[src/hw/i3c_tgtrst_params.svh]
`ifndef I3C_TGTRST_PARAMS_SVH
`define I3C_TGTRST_PARAMS_SVH

// flops per line in the input synchronizer
`define I3C_SYNC_STAGES 2

// sda transitions during scl low that make up the reset pattern
`define I3C_RST_TRANSITIONS 14

// clk_i cycles sda must stay put, scl high, before start or stop counts
`define I3C_HOLD_CYCLES 4

// width of the saturating reset event count
`define I3C_EVT_CNT_W 8

`endif

[src/hw/controller_pkg.sv]
`include "i3c_tgtrst_params.svh"

package controller_pkg;

  // synchronized line levels and edges, one sample per clk_i
  typedef struct packed {
    logic scl_low;
    logic scl_high;
    logic scl_negedge;
    logic sda_posedge;
    logic sda_negedge;
  } bus_lines_t;

  // qualified bus conditions, single-cycle strobes
  typedef struct packed {
    logic start;
    logic stop;
  } bus_cond_t;

  typedef struct packed {
    logic                      evt_pulse;  // one cycle per detected reset
    logic                      flag;       // sticky until clear
    logic [`I3C_EVT_CNT_W-1:0] count;      // saturates at all ones
  } reset_status_t;

  typedef enum logic [1:0] {
    AwaitPattern  = 2'h0,
    AwaitSr       = 2'h1,
    AwaitP        = 2'h2,
    ResetDetected = 2'h3
  } target_reset_detector_state_e;

endpackage

[src/hw/bus_line_sampler.sv]
`include "i3c_tgtrst_params.svh"

module bus_line_sampler
  import controller_pkg::*;
(
  input  logic       clk_i,
  input  logic       rst_ni,
  input  logic       scl_i,
  input  logic       sda_i,
  output bus_lines_t lines_o
);

  localparam int unsigned SyncStages = `I3C_SYNC_STAGES;

  // idle bus, both lines high and no edges
  localparam bus_lines_t LinesIdle = '{
    scl_low:     1'b0,
    scl_high:    1'b1,
    scl_negedge: 1'b0,
    sda_posedge: 1'b0,
    sda_negedge: 1'b0
  };

  // bit 1 carries scl, bit 0 carries sda
  logic [SyncStages-1:0][1:0] sync_q;
  logic [1:0]                 hist_q;
  logic [1:0]                 line_now;
  bus_lines_t                 lines_d;
  bus_lines_t                 lines_q;

  assign line_now = sync_q[SyncStages-1];

  always_ff @(posedge clk_i or negedge rst_ni) begin
    if (!rst_ni) begin
      sync_q <= '1;  // reset to idle high so no false edge
      hist_q <= 2'b11;
    end else begin
      sync_q[0] <= {scl_i, sda_i};
      for (int i = 1; i < SyncStages; i++) begin
        sync_q[i] <= sync_q[i-1];
      end
      hist_q <= line_now;
    end
  end

  always_comb begin
    lines_d.scl_low     = ~line_now[1];
    lines_d.scl_high    = line_now[1];
    lines_d.scl_negedge = hist_q[1] & ~line_now[1];
    lines_d.sda_posedge = ~hist_q[0] & line_now[0];
    lines_d.sda_negedge = hist_q[0] & ~line_now[0];
  end

  // output stage keeps levels and edges aligned
  always_ff @(posedge clk_i or negedge rst_ni) begin
    if (!rst_ni) begin
      lines_q <= LinesIdle;
    end else begin
      lines_q <= lines_d;
    end
  end

  assign lines_o = lines_q;

endmodule

[src/hw/bus_condition_detector.sv]
`include "i3c_tgtrst_params.svh"

module bus_condition_detector
  import controller_pkg::*;
(
  input  logic       clk_i,
  input  logic       rst_ni,
  input  bus_lines_t lines_i,
  output bus_cond_t  cond_o
);

  localparam int unsigned HoldCycles = `I3C_HOLD_CYCLES;
  localparam int unsigned HoldW      = $clog2(HoldCycles + 1);

  logic [HoldW-1:0] hold_cnt_q;
  logic [HoldW-1:0] hold_cnt_d;
  logic             armed_q;
  logic             armed_d;
  logic             rising_q;  // direction of the edge being qualified
  logic             rising_d;

  logic sda_edge;
  logic new_attempt;
  logic abort;
  logic hold_done;

  assign sda_edge    = lines_i.sda_posedge | lines_i.sda_negedge;
  assign new_attempt = sda_edge & lines_i.scl_high;

  // scl dropping or sda moving again ends the current attempt
  assign abort     = lines_i.scl_negedge | sda_edge;
  assign hold_done = armed_q & ~abort & (hold_cnt_q == HoldW'(HoldCycles));

  always_comb begin
    armed_d    = armed_q;
    hold_cnt_d = hold_cnt_q;
    rising_d   = rising_q;
    if (new_attempt) begin
      armed_d    = 1'b1;  // a fresh edge restarts, even mid attempt
      hold_cnt_d = HoldW'(1);
      rising_d   = lines_i.sda_posedge;
    end else if (abort || hold_done) begin
      armed_d    = 1'b0;
      hold_cnt_d = '0;
    end else if (armed_q) begin
      hold_cnt_d = hold_cnt_q + 1'b1;
    end
  end

  always_ff @(posedge clk_i or negedge rst_ni) begin
    if (!rst_ni) begin
      armed_q    <= 1'b0;
      hold_cnt_q <= '0;
      rising_q   <= 1'b0;
    end else begin
      armed_q    <= armed_d;
      hold_cnt_q <= hold_cnt_d;
      rising_q   <= rising_d;
    end
  end

  // falling sda with scl high is start, rising is stop
  assign cond_o.start = hold_done & ~rising_q;
  assign cond_o.stop  = hold_done & rising_q;

endmodule

[src/hw/target_reset_detector.sv]
`include "i3c_tgtrst_params.svh"

module target_reset_detector
  import controller_pkg::*;
(
  input  logic       clk_i,
  input  logic       rst_ni,
  input  logic       enable_i,
  input  bus_lines_t lines_i,
  input  bus_cond_t  cond_i,
  output logic       target_reset_detect_o
);

  localparam logic [3:0] RstTransitions = 4'(`I3C_RST_TRANSITIONS);

  logic       count_en;
  logic [3:0] sda_trans_cnt_q;
  logic [3:0] sda_trans_cnt_d;

  target_reset_detector_state_e state_q, state_d;

  // the first rising edge is the release after a prior start, so skip it
  always_comb begin
    if ((state_q == AwaitPattern) && (sda_trans_cnt_q < RstTransitions)) begin
      count_en = lines_i.sda_negedge | (lines_i.sda_posedge & (sda_trans_cnt_q != 4'h0));
    end else begin
      count_en = 1'b0;
    end
  end

  always_comb begin
    if (!enable_i || lines_i.scl_high) begin
      sda_trans_cnt_d = 4'h0;
    end else if (count_en) begin
      sda_trans_cnt_d = sda_trans_cnt_q + 4'h1;
    end else begin
      sda_trans_cnt_d = sda_trans_cnt_q;
    end
  end

  always_ff @(posedge clk_i or negedge rst_ni) begin
    if (!rst_ni) begin
      sda_trans_cnt_q <= 4'h0;
    end else begin
      sda_trans_cnt_q <= sda_trans_cnt_d;
    end
  end

  always_comb begin
    state_d = state_q;
    case (state_q)
      AwaitPattern: begin
        if (sda_trans_cnt_q == RstTransitions) begin
          state_d = AwaitSr;
        end
      end
      AwaitSr: begin
        // a rising sda here means the start did not meet its hold time
        if (lines_i.scl_low || lines_i.sda_posedge) begin
          state_d = AwaitPattern;
        end else if (cond_i.start) begin
          state_d = AwaitP;
        end
      end
      AwaitP: begin
        // likewise a falling sda means the stop was cut short
        if (lines_i.scl_low || lines_i.sda_negedge) begin
          state_d = AwaitPattern;
        end else if (cond_i.stop) begin
          state_d = ResetDetected;
        end
      end
      ResetDetected: begin
        state_d = AwaitPattern;
      end
      default: begin
        state_d = AwaitPattern;
      end
    endcase
    if (!enable_i) begin
      state_d = AwaitPattern;  // disabled detector stays parked
    end
  end

  always_ff @(posedge clk_i or negedge rst_ni) begin
    if (!rst_ni) begin
      state_q <= AwaitPattern;
    end else begin
      state_q <= state_d;
    end
  end

  assign target_reset_detect_o = (state_d == ResetDetected);  // same cycle as stop

endmodule

[src/hw/reset_event_reporter.sv]
`include "i3c_tgtrst_params.svh"

module reset_event_reporter
  import controller_pkg::*;
(
  input  logic          clk_i,
  input  logic          rst_ni,
  input  logic          detect_i,
  input  logic          clear_i,
  output reset_status_t status_o
);

  localparam int unsigned CntW = `I3C_EVT_CNT_W;

  logic            evt_q;
  logic            flag_q;
  logic [CntW-1:0] count_q;
  logic [CntW-1:0] count_d;

  always_comb begin
    count_d = count_q;
    if (detect_i) begin
      if (clear_i) begin
        count_d = CntW'(1);  // detect wins over a clear in the same cycle
      end else if (count_q != '1) begin
        count_d = count_q + 1'b1;
      end
    end else if (clear_i) begin
      count_d = '0;
    end
  end

  always_ff @(posedge clk_i or negedge rst_ni) begin
    if (!rst_ni) begin
      evt_q   <= 1'b0;
      flag_q  <= 1'b0;
      count_q <= '0;
    end else begin
      evt_q   <= detect_i;
      count_q <= count_d;
      if (detect_i) begin
        flag_q <= 1'b1;
      end else if (clear_i) begin
        flag_q <= 1'b0;
      end
    end
  end

  assign status_o.evt_pulse = evt_q;
  assign status_o.flag      = flag_q;
  assign status_o.count     = count_q;

endmodule

[src/hw/i3c_tgtrst_top.sv]
module i3c_tgtrst_top
  import controller_pkg::*;
(
  input  logic          clk_i,
  input  logic          rst_ni,
  input  logic          scl_i,
  input  logic          sda_i,
  input  logic          enable_i,
  input  logic          clear_i,
  output reset_status_t status_o
);

  bus_lines_t lines;
  bus_cond_t  cond;
  logic       target_reset_detect;

  bus_line_sampler u_sampler (
    .clk_i   (clk_i),
    .rst_ni  (rst_ni),
    .scl_i   (scl_i),
    .sda_i   (sda_i),
    .lines_o (lines)
  );

  bus_condition_detector u_cond_det (
    .clk_i   (clk_i),
    .rst_ni  (rst_ni),
    .lines_i (lines),
    .cond_o  (cond)
  );

  target_reset_detector u_rst_det (
    .clk_i                 (clk_i),
    .rst_ni                (rst_ni),
    .enable_i              (enable_i),
    .lines_i               (lines),
    .cond_i                (cond),
    .target_reset_detect_o (target_reset_detect)
  );

  reset_event_reporter u_reporter (
    .clk_i    (clk_i),
    .rst_ni   (rst_ni),
    .detect_i (target_reset_detect),
    .clear_i  (clear_i),
    .status_o (status_o)
  );

endmodule

[config.mk]
export PLATFORM = sky130hd
export DESIGN_NAME = i3c_tgtrst_top
export DESIGN_NICKNAME = d
export VERILOG_FILES = /design/src/hw/controller_pkg.sv /design/src/hw/bus_line_sampler.sv /design/src/hw/bus_condition_detector.sv /design/src/hw/target_reset_detector.sv /design/src/hw/reset_event_reporter.sv /design/src/hw/i3c_tgtrst_top.sv
export VERILOG_INCLUDE_DIRS = /design/src /design/src/hw
export SDC_FILE = /design/constraint.sdc
export NUM_CORES = 1
export LEC_CHECK = 0
export BUFFER_PORTS_ARGS = -buffer_cell sky130_fd_sc_hd__buf_2
export CORE_ASPECT_RATIO = 0.7
export CORE_MARGIN = 5
export CORE_UTILIZATION = 40
export CTS_CLUSTER_SIZE = 24
export DETAILED_ROUTE_END_ITERATION = 10
export PLACE_DENSITY = 0.65
export SYNTH_ARGS = -nofsm -noshare
export SYNTH_HDL_FRONTEND = slang
export SYNTH_SLANG_ARGS = --single-unit
[constraint.sdc]
create_clock -name clk_i -period 2 [get_ports clk_i]
set_input_delay 0.2 -clock clk_i [delete_from_list [all_inputs] [get_ports clk_i]]
set_output_delay 0.2 -clock clk_i [all_outputs]
set_load 0.1 [all_outputs]
==> results.rst, run 1 <==
.. list-table::
   :header-rows: 1

   * - Metric
     - Value
   * - Result of the run
     - complete, no violations
   * - Average routed wire per standard cell
     - about 14 um
   * - Clock transition at the registers of the reported paths
     - around 60 ps
   * - Most area-consuming cells after synthesis
     - dfrtp_1, dfstp_2, ha_1
   * - Combined area of all synthesized cells
     - 1494 sq um
   * - TritonCTS Buffers
     - 5
   * - Critical setup path kind
     - flip-flop to flip-flop
   * - Share of flip-flops with an asynchronous set or reset after synthesis
     - 1.000
   * - Maximum clock rate
     - a little over 0.5 GHz
   * - Number of max-capacitance violations reported
     - 0
   * - Maximum number of pins on one net before global-route repair
     - 32
   * - Final setup viols
     - 0
   * - Critical Path Fanout Max
     - 4
   * - Wirelength, routed
     - 3.061 mm
   * - Areal power density over the cells
     - 757.5 nW/um^2
   * - Cell internal power dissipation
     - 1.118 mW
   * - Vias per cell
     - 4.906
   * - Relative area change from synthesis to final layout
     - 26.38%
   * - Arithmetic-cell share of the synthesized area counting full adders, half adders and majority gates
     - 0.05025
   * - Clock Tree Buf Depth
     - 2
   * - Post-synthesis cell type count
     - 40
   * - Routability Congestion
     - 0.7754
   * - Routing layer with the top usage in global route
     - met2
   * - Number of nets in the layout
     - around 180
   * - Starting Density
     - 0.4198
   * - Share of post-route cells with drive strength above 1
     - 0.3584
   * - Core region area
     - ~3600 sq um
   * - Cell with the most instances after synthesis
     - dfrtp_1
   * - Fraction of the yosys area taken by sequential cells
     - 0.5243
   * - Post-synthesis share of cell area spent on xor and xnor gates
     - 0.02931
   * - Clock sink total
     - 31
   * - Number of instances in the synthesized netlist
     - between 100 and 150
   * - Number of diodes
     - 0
   * - First-pass iteration count of the detailed router
     - 4
   * - Fraction of synthesized cell area taken by the top area cell type
     - 0.4188
   * - Critical path data arrival time
     - about 2100 ps
   * - GR Util met1
     - 0.1800
   * - Setup crit start kind
     - flip-flop
   * - Hold wc startpoint
     - enable_i
   * - Port-buffer cells
     - 15
   * - Commonest cells post-synth
     - dfrtp_1, nor2_1, nand2_1
   * - Number of register bits inferred by synthesis
     - 31
   * - Hold Vio Cnt, Final
     - 0
   * - Simple-gate portion of the synthesized area
     - 0.2219
   * - Vertical die dimension
     - 61.13 um
   * - Portion of the clock cycle consumed by the worst path in the final layout
     - 0.9676
   * - Leading area contributor after synthesis
     - dfrtp_1
   * - Routing usage on met2
     - 0.1952
   * - Via total after detailed routing
     - about 1100
   * - Initial antenna violation count
     - 0
   * - Final cell area excluding filler cells
     - around 1900 sq um
   * - Synthesized area per cell
     - 10.52 sq um
   * - Post-Route Skew
     - 6.829 ps
   * - Clock tree from TritonCTS
     - built
   * - Antenna Nets Post-Route
     - 0
   * - Final setup TNS
     - 0 ps
   * - Combinational family with the most area after synthesis
     - simple AND/OR/NAND/NOR gates
   * - CP startpoint
     - u_cond_det.hold_cnt_q[0]
   * - Worst relative slew slack
     - 0.5219
   * - Met3 usage
     - 0.04545
   * - Placed cell area
     - 1675 sq um
   * - Sw Ratio
     - 0.2183
   * - Worst EP required
     - 2160 ps
   * - Worst min-delay path category
     - input port to flip-flop
   * - I/O pin count
     - 16
   * - Number of enable-type register cells in the synthesized netlist
     - 0
   * - Worst flop-to-flop path startpoint
     - u_cond_det.hold_cnt_q[0]
   * - Final HPWL DP
     - about 2.2 mm
   * - Slew at the pin with the worst max-slew slack
     - 709.7 ps
   * - Post-route worst hold slack
     - 229.0 ps
   * - Worst-case vdd ir drop
     - slightly below 0.5 mV
   * - CTS Root Cell
     - clkbuf_8
   * - Slew Viols, Final
     - 0
   * - Switching power
     - 312.3 uW
   * - Sequential power share
     - 0.473
   * - Clock power frac
     - 0.438
   * - Die area
     - ~5100 sq um
   * - Number of cell rows
     - 18
   * - Vias in the first global route
     - 1057
   * - Number of nets in the synthesized netlist
     - 154
   * - Combined global-route utilization of all metal layers
     - 0.1314
   * - H-Tree Depth
     - 2
   * - LEAKAGE
     - 0.8415 nW
   * - Sum of overflow across all layers after global routing
     - 0
   * - DRC violation count after routing
     - 0
   * - Share of power burned in combinational logic
     - 0.089
   * - Compound-gate portion of the synthesized area
     - 0.09631
   * - First DRT Iteration DRCs
     - 63
   * - Warnings from Yosys
     - 0
   * - Mux cell area share after synthesis
     - 0.03769
   * - X dimension of the die
     - 83.05 um
   * - Most used flip-flop cell after synthesis
     - dfrtp_1
   * - Clock network latency to the later pin of the worst-skew pair
     - 280 ps
   * - First-pass GRT wire length
     - 5.071 mm
   * - Crit end category
     - flip-flop
   * - Filler instances
     - 350
   * - Post-route minimum period
     - 1935 ps
metrics by stage:
| step | power (mW) | util | setup slack, ps | std cells |
|---|---|---|---|---|
| 5_1_grt | 1.519 | 0.5306 | -36.48 | 223 |
| 4_1_cts | 1.417 | 0.5067 | 10.98 | 218 |
| 2_1_floorplan | 0.7393 | - | -81.89 | 142 |
| 6_report | 1.430 | 0.5306 | 64.81 | 223 |
| 3_3_place_gp | 0.7738 | 0.4708 | 52.89 | 209 |
| 3_5_place_dp | 0.7829 | 0.4708 | 25.38 | 209 |
repair_timing:
item / 4_1_cts / 5_1_grt
hold buffers: 1 / 2
setup buffers: 0 / 3
setup endpoints to repair: 0 / 6
hold endpoints to repair: 25 / 2
resized for setup: 0 / 8
worst max-delay path, stage by stage (launching register included):
cell and delay (ps):
dfrtp_1 420, inv_2 90, ha_4 150, nand3_4 90, or3_4 440, a21oi_4 210
nand4_2 100, mux2_4 310
power groups by stage:
stage                     clock network [mW]  registers, mW  logic, mW
after floorplan                            0          0.677     0.0620
after global placement                     0          0.684     0.0897
after detailed placement                   0          0.686     0.0971
after CTS                              0.643          0.675     0.0990
after global routing                   0.693          0.680      0.145
final                                  0.626          0.677      0.127
per-layer routing:
| layer | vias up | wire length, um |
|---|---|---|
| met5 | - | 0 |
| met4 | 0 | 16 |
| met3 | 2 | 105 |
| met2 | 11 | 1415 |
| met1 | 537 | 1524 |
| li1 | 544 | - |
registers in the layout (all words and copies together), names as in the netlist:
register,count
u_cond_det.hold_cnt_q,3
u_sampler.sync_q,2
u_reporter.evt_q,1
u_reporter.flag_q,1
u_rst_det.state_q,2
u_cond_det.armed_q,1
u_sampler.line_now,2
u_reporter.count_q,8
u_sampler.hist_q,2
u_cond_det.rising_q,1
u_rst_det.sda_trans_cnt_q,4
u_sampler.lines_o,4
worst paths after layout:
path | cells past startpoint | endpoint | slack (ps)
max in group asynchronous | 2 | u_reporter.count_q[3] | 980
worst max register to register | 7 | u_reporter.count_q[5] | 60
worst min-delay path | 2 | u_rst_det.state_q[0] | 230
min in group asynchronous | 2 | u_sampler.lines_o[1] | 500
worst max-delay path | 7 | u_reporter.count_q[5] | 60
worst min register to register | 0 | u_sampler.line_now[1] | 360
cell usage in the layout (no fill, tap or decap), types with 4 or more instances in the layout:
master    instances
nand3_1           6
dfrtp_1          17
dfrtp_2           5
buf_4            10
nand2b_1          6
ha_1              5
xnor2_1           4
a21oi_1           7
buf_2            15
nor2_1           19
dfstp_2           6
nor2b_1           5
inv_1             6
nand2_1          10
clkbuf_8          6
layout make-up:
type / count / area, sq um / share of cell area
sequential: 31 / 800.8 / 0.4241
multi-input combinational: 99 / 700.7 / 0.3711
timing repair buffer: 28 / 180.2 / 0.09543
clock buffer: 6 / 82.58 / 0.04374
tap: 50 / 62.56 / 0.03313
clock inverter: 2 / 35.03 / 0.01856
inverter: 7 / 26.28 / 0.01392
logic make-up (layout without fill, tap and decap cells):
family | after synthesis | count (layout)
xor gates and xnor gates | 5 | 5
AOI/OAI and AO/OA | 20 | 20
muxes | 5 | 5
DFF | 31 | 31
buffers and inverters | 12 | 43
adders and majority gates | 6 | 6
and+or+nand+nor | 63 | 63
Note: power is estimated with default switching activity, not from simulation.
==> run 2, diff against run 1 <==
Settings changed: PLACE_DENSITY 0.65 to 0.63.
Clock period 2 ns to 1.9 ns, I/O delays scaled along.
==> run 2 against run 1 <==
Critical path depth down 2; final area increased by 0.60%; sequential cell count unchanged; fmax is 3.2% higher; worst setup slack got worse by 41 ps; hold slack got worse by 220 ps; routed wire length shrank 6.8%; total power decreased by 5.4%; highest routed layer unchanged.
==> results.rst, run 2 (synthesized netlist as in run 1, its figures left out) <==
.. list-table::
   :header-rows: 1

   * - Metric
     - Value
   * - Result of the run
     - complete, no violations
   * - Critical path's slowest cell
     - or3_4
   * - Final setup viols
     - 0 (unchanged)
   * - Top library cells by usage in the layout, fill and taps aside
     - nor2_1, dfrtp_1, buf_4
   * - Power consumption
     - 1.352 mW (-5.4%)
   * - LEAKAGE
     - 0.8568 nW (+1.8%)
   * - Clock tree from TritonCTS
     - built
   * - Worst-case vdd ir drop
     - 0.4673 mV (-3.6%)
   * - Setup crit start kind
     - flip-flop
   * - Number of diodes
     - 0 (unchanged)
   * - Die area
     - 5077 sq um (unchanged)
   * - Setup ws final
     - 23.98 ps (-40.83 ps)
   * - Clock network latency to the later pin of the worst-skew pair
     - 280 ps (about the same)
   * - Slew at the pin with the worst max-slew slack
     - 674.0 ps (-35.77 ps)
   * - CTS Root Cell
     - clkbuf_8
   * - Port-buffer cells
     - 15 (unchanged)
   * - Critical path data arrival time
     - 2040 ps (-60 ps)
   * - Filler instances
     - 344 (-1.7%)
   * - Average routed wire per standard cell
     - 12.52 um (-8.8%)
   * - Critical setup path kind
     - flip-flop to flip-flop
   * - Worst min-delay path category
     - input port to flip-flop
   * - X dimension of the die
     - 83.05 um (unchanged)
   * - Worst setup timing slack at the placement stage
     - -25.78 ps (-51.16 ps)
   * - Initial antenna violation count
     - 0 (unchanged)
   * - Unrepaired setup endpoints after global routing
     - yes
   * - I/O pin count
     - 16 (unchanged)
   * - Number of cell rows
     - 18 (unchanged)
   * - Combined global-route utilization of all metal layers
     - 0.1197 (-0.01175)
   * - Clock Tree Buf Depth
     - 2 (unchanged)
   * - Largest register by flop count
     - u_reporter.count_q
   * - Worst setup endpoint
     - u_reporter.count_q[5]
   * - Critical Path Fanout Max
     - 4 (unchanged)
   * - Relative area change from synthesis to final layout
     - 27.14%
   * - Hold wc startpoint
     - sda_i
   * - Wirelength, routed
     - 2.854 mm (-6.8%)
   * - Dominant cell type by count on the critical path
     - or3_4
   * - End of the worst register-to-register path
     - u_reporter.count_q[5]
   * - Via total after detailed routing
     - 1102 (+0.73%)
   * - Core region area
     - 3558 sq um (unchanged)
   * - Worst flop-to-flop path startpoint
     - u_sampler.lines_o[1]
   * - Slew Viols, Final
     - 0 (unchanged)
   * - Portion of the clock cycle consumed by the worst path in the final layout
     - 0.9874 (+0.01978)
   * - Maximum number of pins on one net before global-route repair
     - 32 (unchanged)
   * - Routability Congestion
     - 0.7879 (+1.6%)
   * - First-pass iteration count of the detailed router
     - 4 (unchanged)
   * - Worst relative slew slack
     - 0.5507 (+0.02885)
   * - Hold Vio Cnt, Final
     - 0 (unchanged)
   * - First-pass GRT wire length
     - 4.726 mm (-6.8%)
   * - Number of nets in the layout
     - 189 (+2.7%)
   * - CP cell instances
     - or3_4 > or3_4 > a21oi_4 > nand4_2 > mux2_4
   * - Maximum clock rate
     - 0.5330 GHz (+3.2%)
   * - Number of max-capacitance violations reported
     - 0 (unchanged)
   * - Worst EP required
     - 2070 ps (-90 ps)
   * - Clock transition at the registers of the reported paths
     - 70 ps (about the same)
   * - Antenna Nets Post-Route
     - 0 (unchanged)
   * - Starting Density
     - 0.4198 (unchanged)
   * - Critical Path Max Stage Delay
     - 410 ps (-30 ps)
   * - Reg2Reg Setup Slack
     - 20 ps (-40 ps)
   * - Share of post-route cells with drive strength above 1
     - 0.3820 (+0.02364)
   * - Flip-flop count of the largest register, all copies and words added
     - 8 (unchanged)
   * - Sum of overflow across all layers after global routing
     - 0 (unchanged)
   * - TritonCTS Buffers
     - 5 (unchanged)
   * - Areal power density over the cells
     - 712.0 nW/um^2 (-6.0%)
   * - Final HPWL DP
     - 2.000 mm (-7.6%)
   * - Vias per cell
     - 4.833 (-1.5%)
   * - First DRT Iteration DRCs
     - 63 (unchanged)
   * - Worst reg2reg path depth
     - 5 (-2)
   * - Most common cell after layout, fill and taps aside
     - nor2_1
   * - Post-Route Skew
     - 9.491 ps (+2.662 ps)
   * - CP startpoint
     - u_sampler.lines_o[1]
   * - Vertical die dimension
     - 61.13 um (unchanged)
   * - H-Tree Depth
     - 2 (unchanged)
   * - DRC violation count after routing
     - 0 (unchanged)
   * - Vias in the first global route
     - 1013 (-4.2%)
   * - Clock sink total
     - 31 (unchanged)
   * - Crit end category
     - flip-flop
   * - Post-route minimum period
     - 1876 ps (-59.17 ps)
[run 2: routing by layer]
| layer | vias up | global-route usage | wire length [um] |
|---|---|---|---|
| li1 | 552 | - | - |
| met1 | 534 | 0.1580 | 1455 |
| met2 | 12 | 0.1884 | 1285 |
| met3 | 4 | 0.04011 | 81 |
| met4 | 0 | 0.04196 | 32 |
| met5 | - | 0 | 0 |
[run 2: critical path: cells and delay by family, from the launching register on]
kind	cells	cell delay (ps)
AO/OA/AOI/OAI	1	200
flip-flops	1	370
multiplexers	1	300
AND/OR/NAND/NOR	3	900
[run 2: worst min-delay path by stage]
stage                            end  slack [ps]  cells after the start
6_report         u_sampler.sync_q[0]          10                      1
2_1_floorplan     u_cond_det.armed_q        -110                      0
4_1_cts          u_sampler.sync_q[0]         0.8                      1
3_3_place_gp   u_reporter.count_q[0]         260                      1
3_5_place_dp   u_reporter.count_q[0]         280                      1
5_1_grt          u_sampler.sync_q[0]           3                      1
[run 2: layout make-up]
class,instances,area [sq um],area share
sequential,31,800.8,0.4216
tap,50,62.56,0.03294
timing repair buffer,33,216.5,0.1140
clock inverter,1,5.005,0.002635
inverter,7,26.28,0.01383
clock buffer,7,86.33,0.04545
multi-input combinational,99,701.9,0.3696
[run 2: stage by stage]
stage	area, sq um	setup TNS, ps	util	std cells	hold WS [ps]
2_1_floorplan	1519	-438.3	-	142	-105.6
3_3_place_gp	1728	-0.4619	0.4856	216	262.0
4_1_cts	1844	-24.58	0.5183	225	0.7505
6_report	1899	0	0.5338	228	9.956
3_5_place_dp	1728	-44.96	0.4856	216	275.6
5_1_grt	1899	-90.93	0.5338	228	3.230
[run 2: what timing repair did]
action                                  4_1_cts  5_1_grt
gates resized for setup                       3        5
hold endpoints to repair                     25        0
setup buffers                                 0        3
endpoints found under the setup margin        5        6
hold buffers                                  1        0
pin swaps                                     4        2
[run 2: where the power goes]
part           total, mW  internal [mW]  leakage [nW]  switching, mW
combinational      0.130         0.0612         0.422         0.0690
sequential         0.703          0.689         0.387         0.0141
clock              0.519          0.292        0.0482          0.228
==> run 3, diff against run 2 <==
Settings changed: ABC_AREA set to 1, HOLD_SLACK_MARGIN set to 0.02.
==> run 3 against run 2 <==
Critical path depth rose by 4; fmax rose by 10%; combinational power fell by 18%; sequential cell count did not move; hold slack improved by 190 ps; global-route usage rose by 0.58 points; non-clock buffer count fell by 14; via count rose by 5.3%; cell count rose by 13%.
==> results.rst, run 3 <==
.. list-table::
   :header-rows: 1

   * - Metric
     - Value
   * - Warnings from Yosys
     - 0 (unchanged)
   * - Combined area of all synthesized cells
     - 1573 sq um (+5.3%)
   * - H-Tree Depth
     - 2 (unchanged)
   * - Number of nets in the layout
     - 217 (+15%)
   * - CP startpoint
     - u_cond_det.hold_cnt_q[0]
   * - Port-buffer cells
     - 15 (unchanged)
   * - CTS resizes
     - 0 (-3)
   * - Crit end category
     - flip-flop
   * - Critical path's slowest cell
     - dfrtp_1
   * - Clock Tree Buf Depth
     - 2 (unchanged)
   * - Worst flop-to-flop path startpoint
     - u_cond_det.hold_cnt_q[0]
   * - Number of diodes
     - 0 (unchanged)
   * - CTS Root Cell
     - clkbuf_8
   * - Post-layout instance count excluding filler cells
     - 258 (+13%)
   * - Clock tree from TritonCTS
     - built
   * - Synthesized area per cell
     - 8.642 sq um (-18%)
   * - Number of enable-type register cells in the synthesized netlist
     - 0 (unchanged)
   * - Worst-case vdd ir drop
     - 0.4593 mV (-1.7%)
   * - First-pass GRT wire length
     - 5.140 mm (+8.8%)
   * - Uppermost layer routed
     - met4
   * - Cts-stage hold buffer count
     - 3 (+2)
   * - Core region area
     - 3851 sq um (+8.2%)
   * - Wirelength, routed
     - 2.977 mm (+4.3%)
   * - Detailed-routing wirelength on met1
     - 1.643 mm (+13%)
   * - Hold Vio Cnt, Final
     - 0 (unchanged)
   * - Unrepaired setup endpoints after global routing
     - no
   * - WL met3
     - 113 um (+40%)
   * - Fraction of the yosys area taken by sequential cells
     - 0.4980 (-0.02628)
   * - DRC violation count after routing
     - 0 (unchanged)
   * - Number of instances in the synthesized netlist
     - 182 (+28%)
   * - Worst hold path stage count
     - 3 (+2)
   * - Fraction of synthesized cell area taken by the top area cell type
     - 0.3978 (-0.02099)
   * - Share of post-route cells with drive strength above 1
     - 0.2184 (-0.1636)
   * - Maximum number of pins on one net before global-route repair
     - 32 (unchanged)
   * - Post-route minimum period
     - 1703 ps (-173.4 ps)
   * - Starting Density
     - 0.4084 (-0.01145)
   * - Average routed wire per standard cell
     - 11.54 um (-7.8%)
   * - Final setup TNS
     - 0 ps (unchanged)
   * - Largest register by flop count
     - u_reporter.count_q
   * - Via total after detailed routing
     - 1160 (+5.3%)
   * - Clock transition at the registers of the reported paths
     - 70 ps (about the same)
   * - Number of cell rows
     - 19 (+1)
   * - Flip-flop count of the largest register, all copies and words added
     - 8 (unchanged)
   * - Clock network latency to the later pin of the worst-skew pair
     - 290 ps (about the same)
   * - Result of the run
     - complete, no violations
   * - Worst relative slew slack
     - 0.5359 (-0.01484)
   * - Top library cells by usage in the layout, fill and taps aside
     - inv_1, nand2_1, nand3_1
   * - Sum of overflow across all layers after global routing
     - 0 (unchanged)
   * - Routability Congestion
     - 0.8061 (+2.3%)
   * - Initial antenna violation count
     - 0 (unchanged)
   * - End point of the worst hold path
     - u_reporter.evt_q
   * - Die area
     - 5306 sq um (+4.5%)
   * - Number of register bits inferred by synthesis
     - 31 (unchanged)
   * - First DRT Iteration DRCs
     - 83 (+32%)
   * - Dominant cell type by count on the critical path
     - nand3_1
   * - Portion of the clock cycle consumed by the worst path in the final layout
     - 0.8961 (-0.09127)
   * - Combined global-route utilization of all metal layers
     - 0.1255 (+0.005772)
   * - Areal power density over the cells
     - 804.2 nW/um^2 (+13%)
   * - Number of max-capacitance violations reported
     - 0 (unchanged)
   * - Worst EP required
     - 2080 ps (about the same)
   * - Leading area contributor after synthesis
     - dfrtp_1
   * - Commonest cells post-synth
     - inv_1, nand2_1, dfrtp_1
   * - Post-Route Skew
     - 4.883 ps (-4.608 ps)
   * - LEAKAGE
     - 0.9349 nW (+9.1%)
   * - Maximum clock rate
     - 0.5873 GHz (+10%)
   * - Most area-consuming cells after synthesis
     - dfrtp_1, dfstp_2, inv_1
   * - Vias per cell
     - 4.496 (-7.0%)
   * - Share of flip-flops with an asynchronous set or reset after synthesis
     - 1.000 (unchanged)
   * - Final HPWL DP
     - 2.114 mm (+5.7%)
   * - Worst reg2reg path depth
     - 9 (+4)
   * - Critical setup path kind
     - flip-flop to flip-flop
   * - Post-synthesis cell type count
     - 24 (-40%)
   * - Hold wc startpoint
     - enable_i
   * - Antenna Nets Post-Route
     - 0 (unchanged)
   * - Reg2Reg Setup Slack
     - 200 ps (+170 ps)
   * - First-pass iteration count of the detailed router
     - 4 (unchanged)
   * - TritonCTS Buffers
     - 5 (unchanged)
   * - Critical Path Fanout Max
     - 8 (+4)
   * - End of the worst register-to-register path
     - u_reporter.count_q[4]
   * - I/O pin count
     - 16 (unchanged)
   * - Vertical die dimension
     - 62.46 um (+2.2%)
   * - Buffer count from post-CTS setup fixing
     - 0 (unchanged)
   * - CP cell instances
     - inv_1 > ha_1 > nand3_1 > nor2_4 > nand3_2 > a21oi_4 > nand3_4 > nand3_1 > nand2_1
   * - Final setup viols
     - 0 (unchanged)
   * - Most used flip-flop cell after synthesis
     - dfrtp_1
   * - Critical Path Max Stage Delay
     - 380 ps (-30 ps)
   * - X dimension of the die
     - 84.95 um (+2.3%)
   * - Slew at the pin with the worst max-slew slack
     - 696.2 ps (+22.26 ps)
   * - Relative area change from synthesis to final layout
     - 18.30%
   * - Number of nets in the synthesized netlist
     - 194 (+26%)
   * - Slew Viols, Final
     - 0 (unchanged)
   * - Sum of met2 wire segment lengths after detailed routing
     - 1.136 mm (-12%)
   * - Placed insts
     - 247 (+14%)
   * - Setup crit start kind
     - flip-flop
   * - Critical path data arrival time
     - 1880 ps (-160 ps)
   * - Vias in the first global route
     - 1108 (+9.4%)
   * - Worst min-delay path category
     - input port to flip-flop
   * - Filler instances
     - 389 (+13%)
   * - Clock sink total
     - 31 (unchanged)
run 3: layout make-up:
class | instances | area [sq um] | area share
Clock inverter | 2 | 35.03 | 0.01883
Clock buffer | 6 | 82.58 | 0.04438
Multi-Input combinational cell | 116 | 650.6 | 0.3497
Sequential cell | 31 | 794.5 | 0.4270
Tap cell | 52 | 65.06 | 0.03497
Inverter | 32 | 120.1 | 0.06456
Timing Repair Buffer | 19 | 112.6 | 0.06052
run 3: how the worst max path moves through the flow:
| stage | end | slack (ps) | cells after the start |
|---|---|---|---|
| floorplan | u_reporter.count_q[0] | 90 | 10 |
| global placement | u_reporter.count_q[7] | 210 | 10 |
| detailed placement | u_reporter.count_q[5] | 200 | 9 |
| CTS | u_reporter.count_q[5] | 180 | 9 |
| global route | u_reporter.count_q[7] | 60 | 10 |
| finish | u_reporter.count_q[4] | 200 | 9 |
run 3: metrics by stage:
step | utilization | worst slack [ps] | power, mW | instance area [sq um] | hold WS (ps)
2_1_floorplan | - | 87.19 | 0.7849 | 1584 | -105.6
3_3_place_gp | 0.4448 | 209.3 | 0.8242 | 1713 | 269.6
3_5_place_dp | 0.4448 | 203.2 | 0.8256 | 1713 | 267.4
4_1_cts | 0.4831 | 184.0 | 1.520 | 1861 | 191.3
5_1_grt | 0.4831 | 63.50 | 1.563 | 1861 | 217.9
6_report | 0.4831 | 197.4 | 1.496 | 1861 | 203.1
run 3: metal layers:
layer	track usage	vias to the layer above
li1	-	620
met1	0.1753	510
met4	0.1008	0
met5	0	-
met3	0.03426	7
met2	0.1579	23
run 3: worst max-delay path, delay by kind of cell, from the launching register on:
family | cells | cell delay (ps)
AOI/OAI and AO/OA | 1 | 270
adders and majority gates | 1 | 140
buffers and inverters | 1 | 90
DFF | 1 | 380
and+or+nand+nor | 6 | 700
run 3: kinds of logic (layout without fill, tap and decap cells):
| kind of cell | Yosys count | after routing | share of synthesized area |
|---|---|---|---|
| adder cells (fa/ha/maj) | 6 | 6 | 0.04773 |
| buffers and inverters | 35 | 59 | 0.08830 |
| XOR/XNOR | 5 | 5 | 0.02785 |
| AND/OR/NAND/NOR | 91 | 91 | 0.2808 |
| AO/OA/AOI/OAI | 14 | 14 | 0.05728 |
| flip-flops | 31 | 31 | 0.4980 |
run 3: power breakdown:
group	internal, mW	switching, mW	total [mW]
clock network	0.424	0.254	0.678
registers	0.694	0.0177	0.711
logic	0.0366	0.0703	0.107
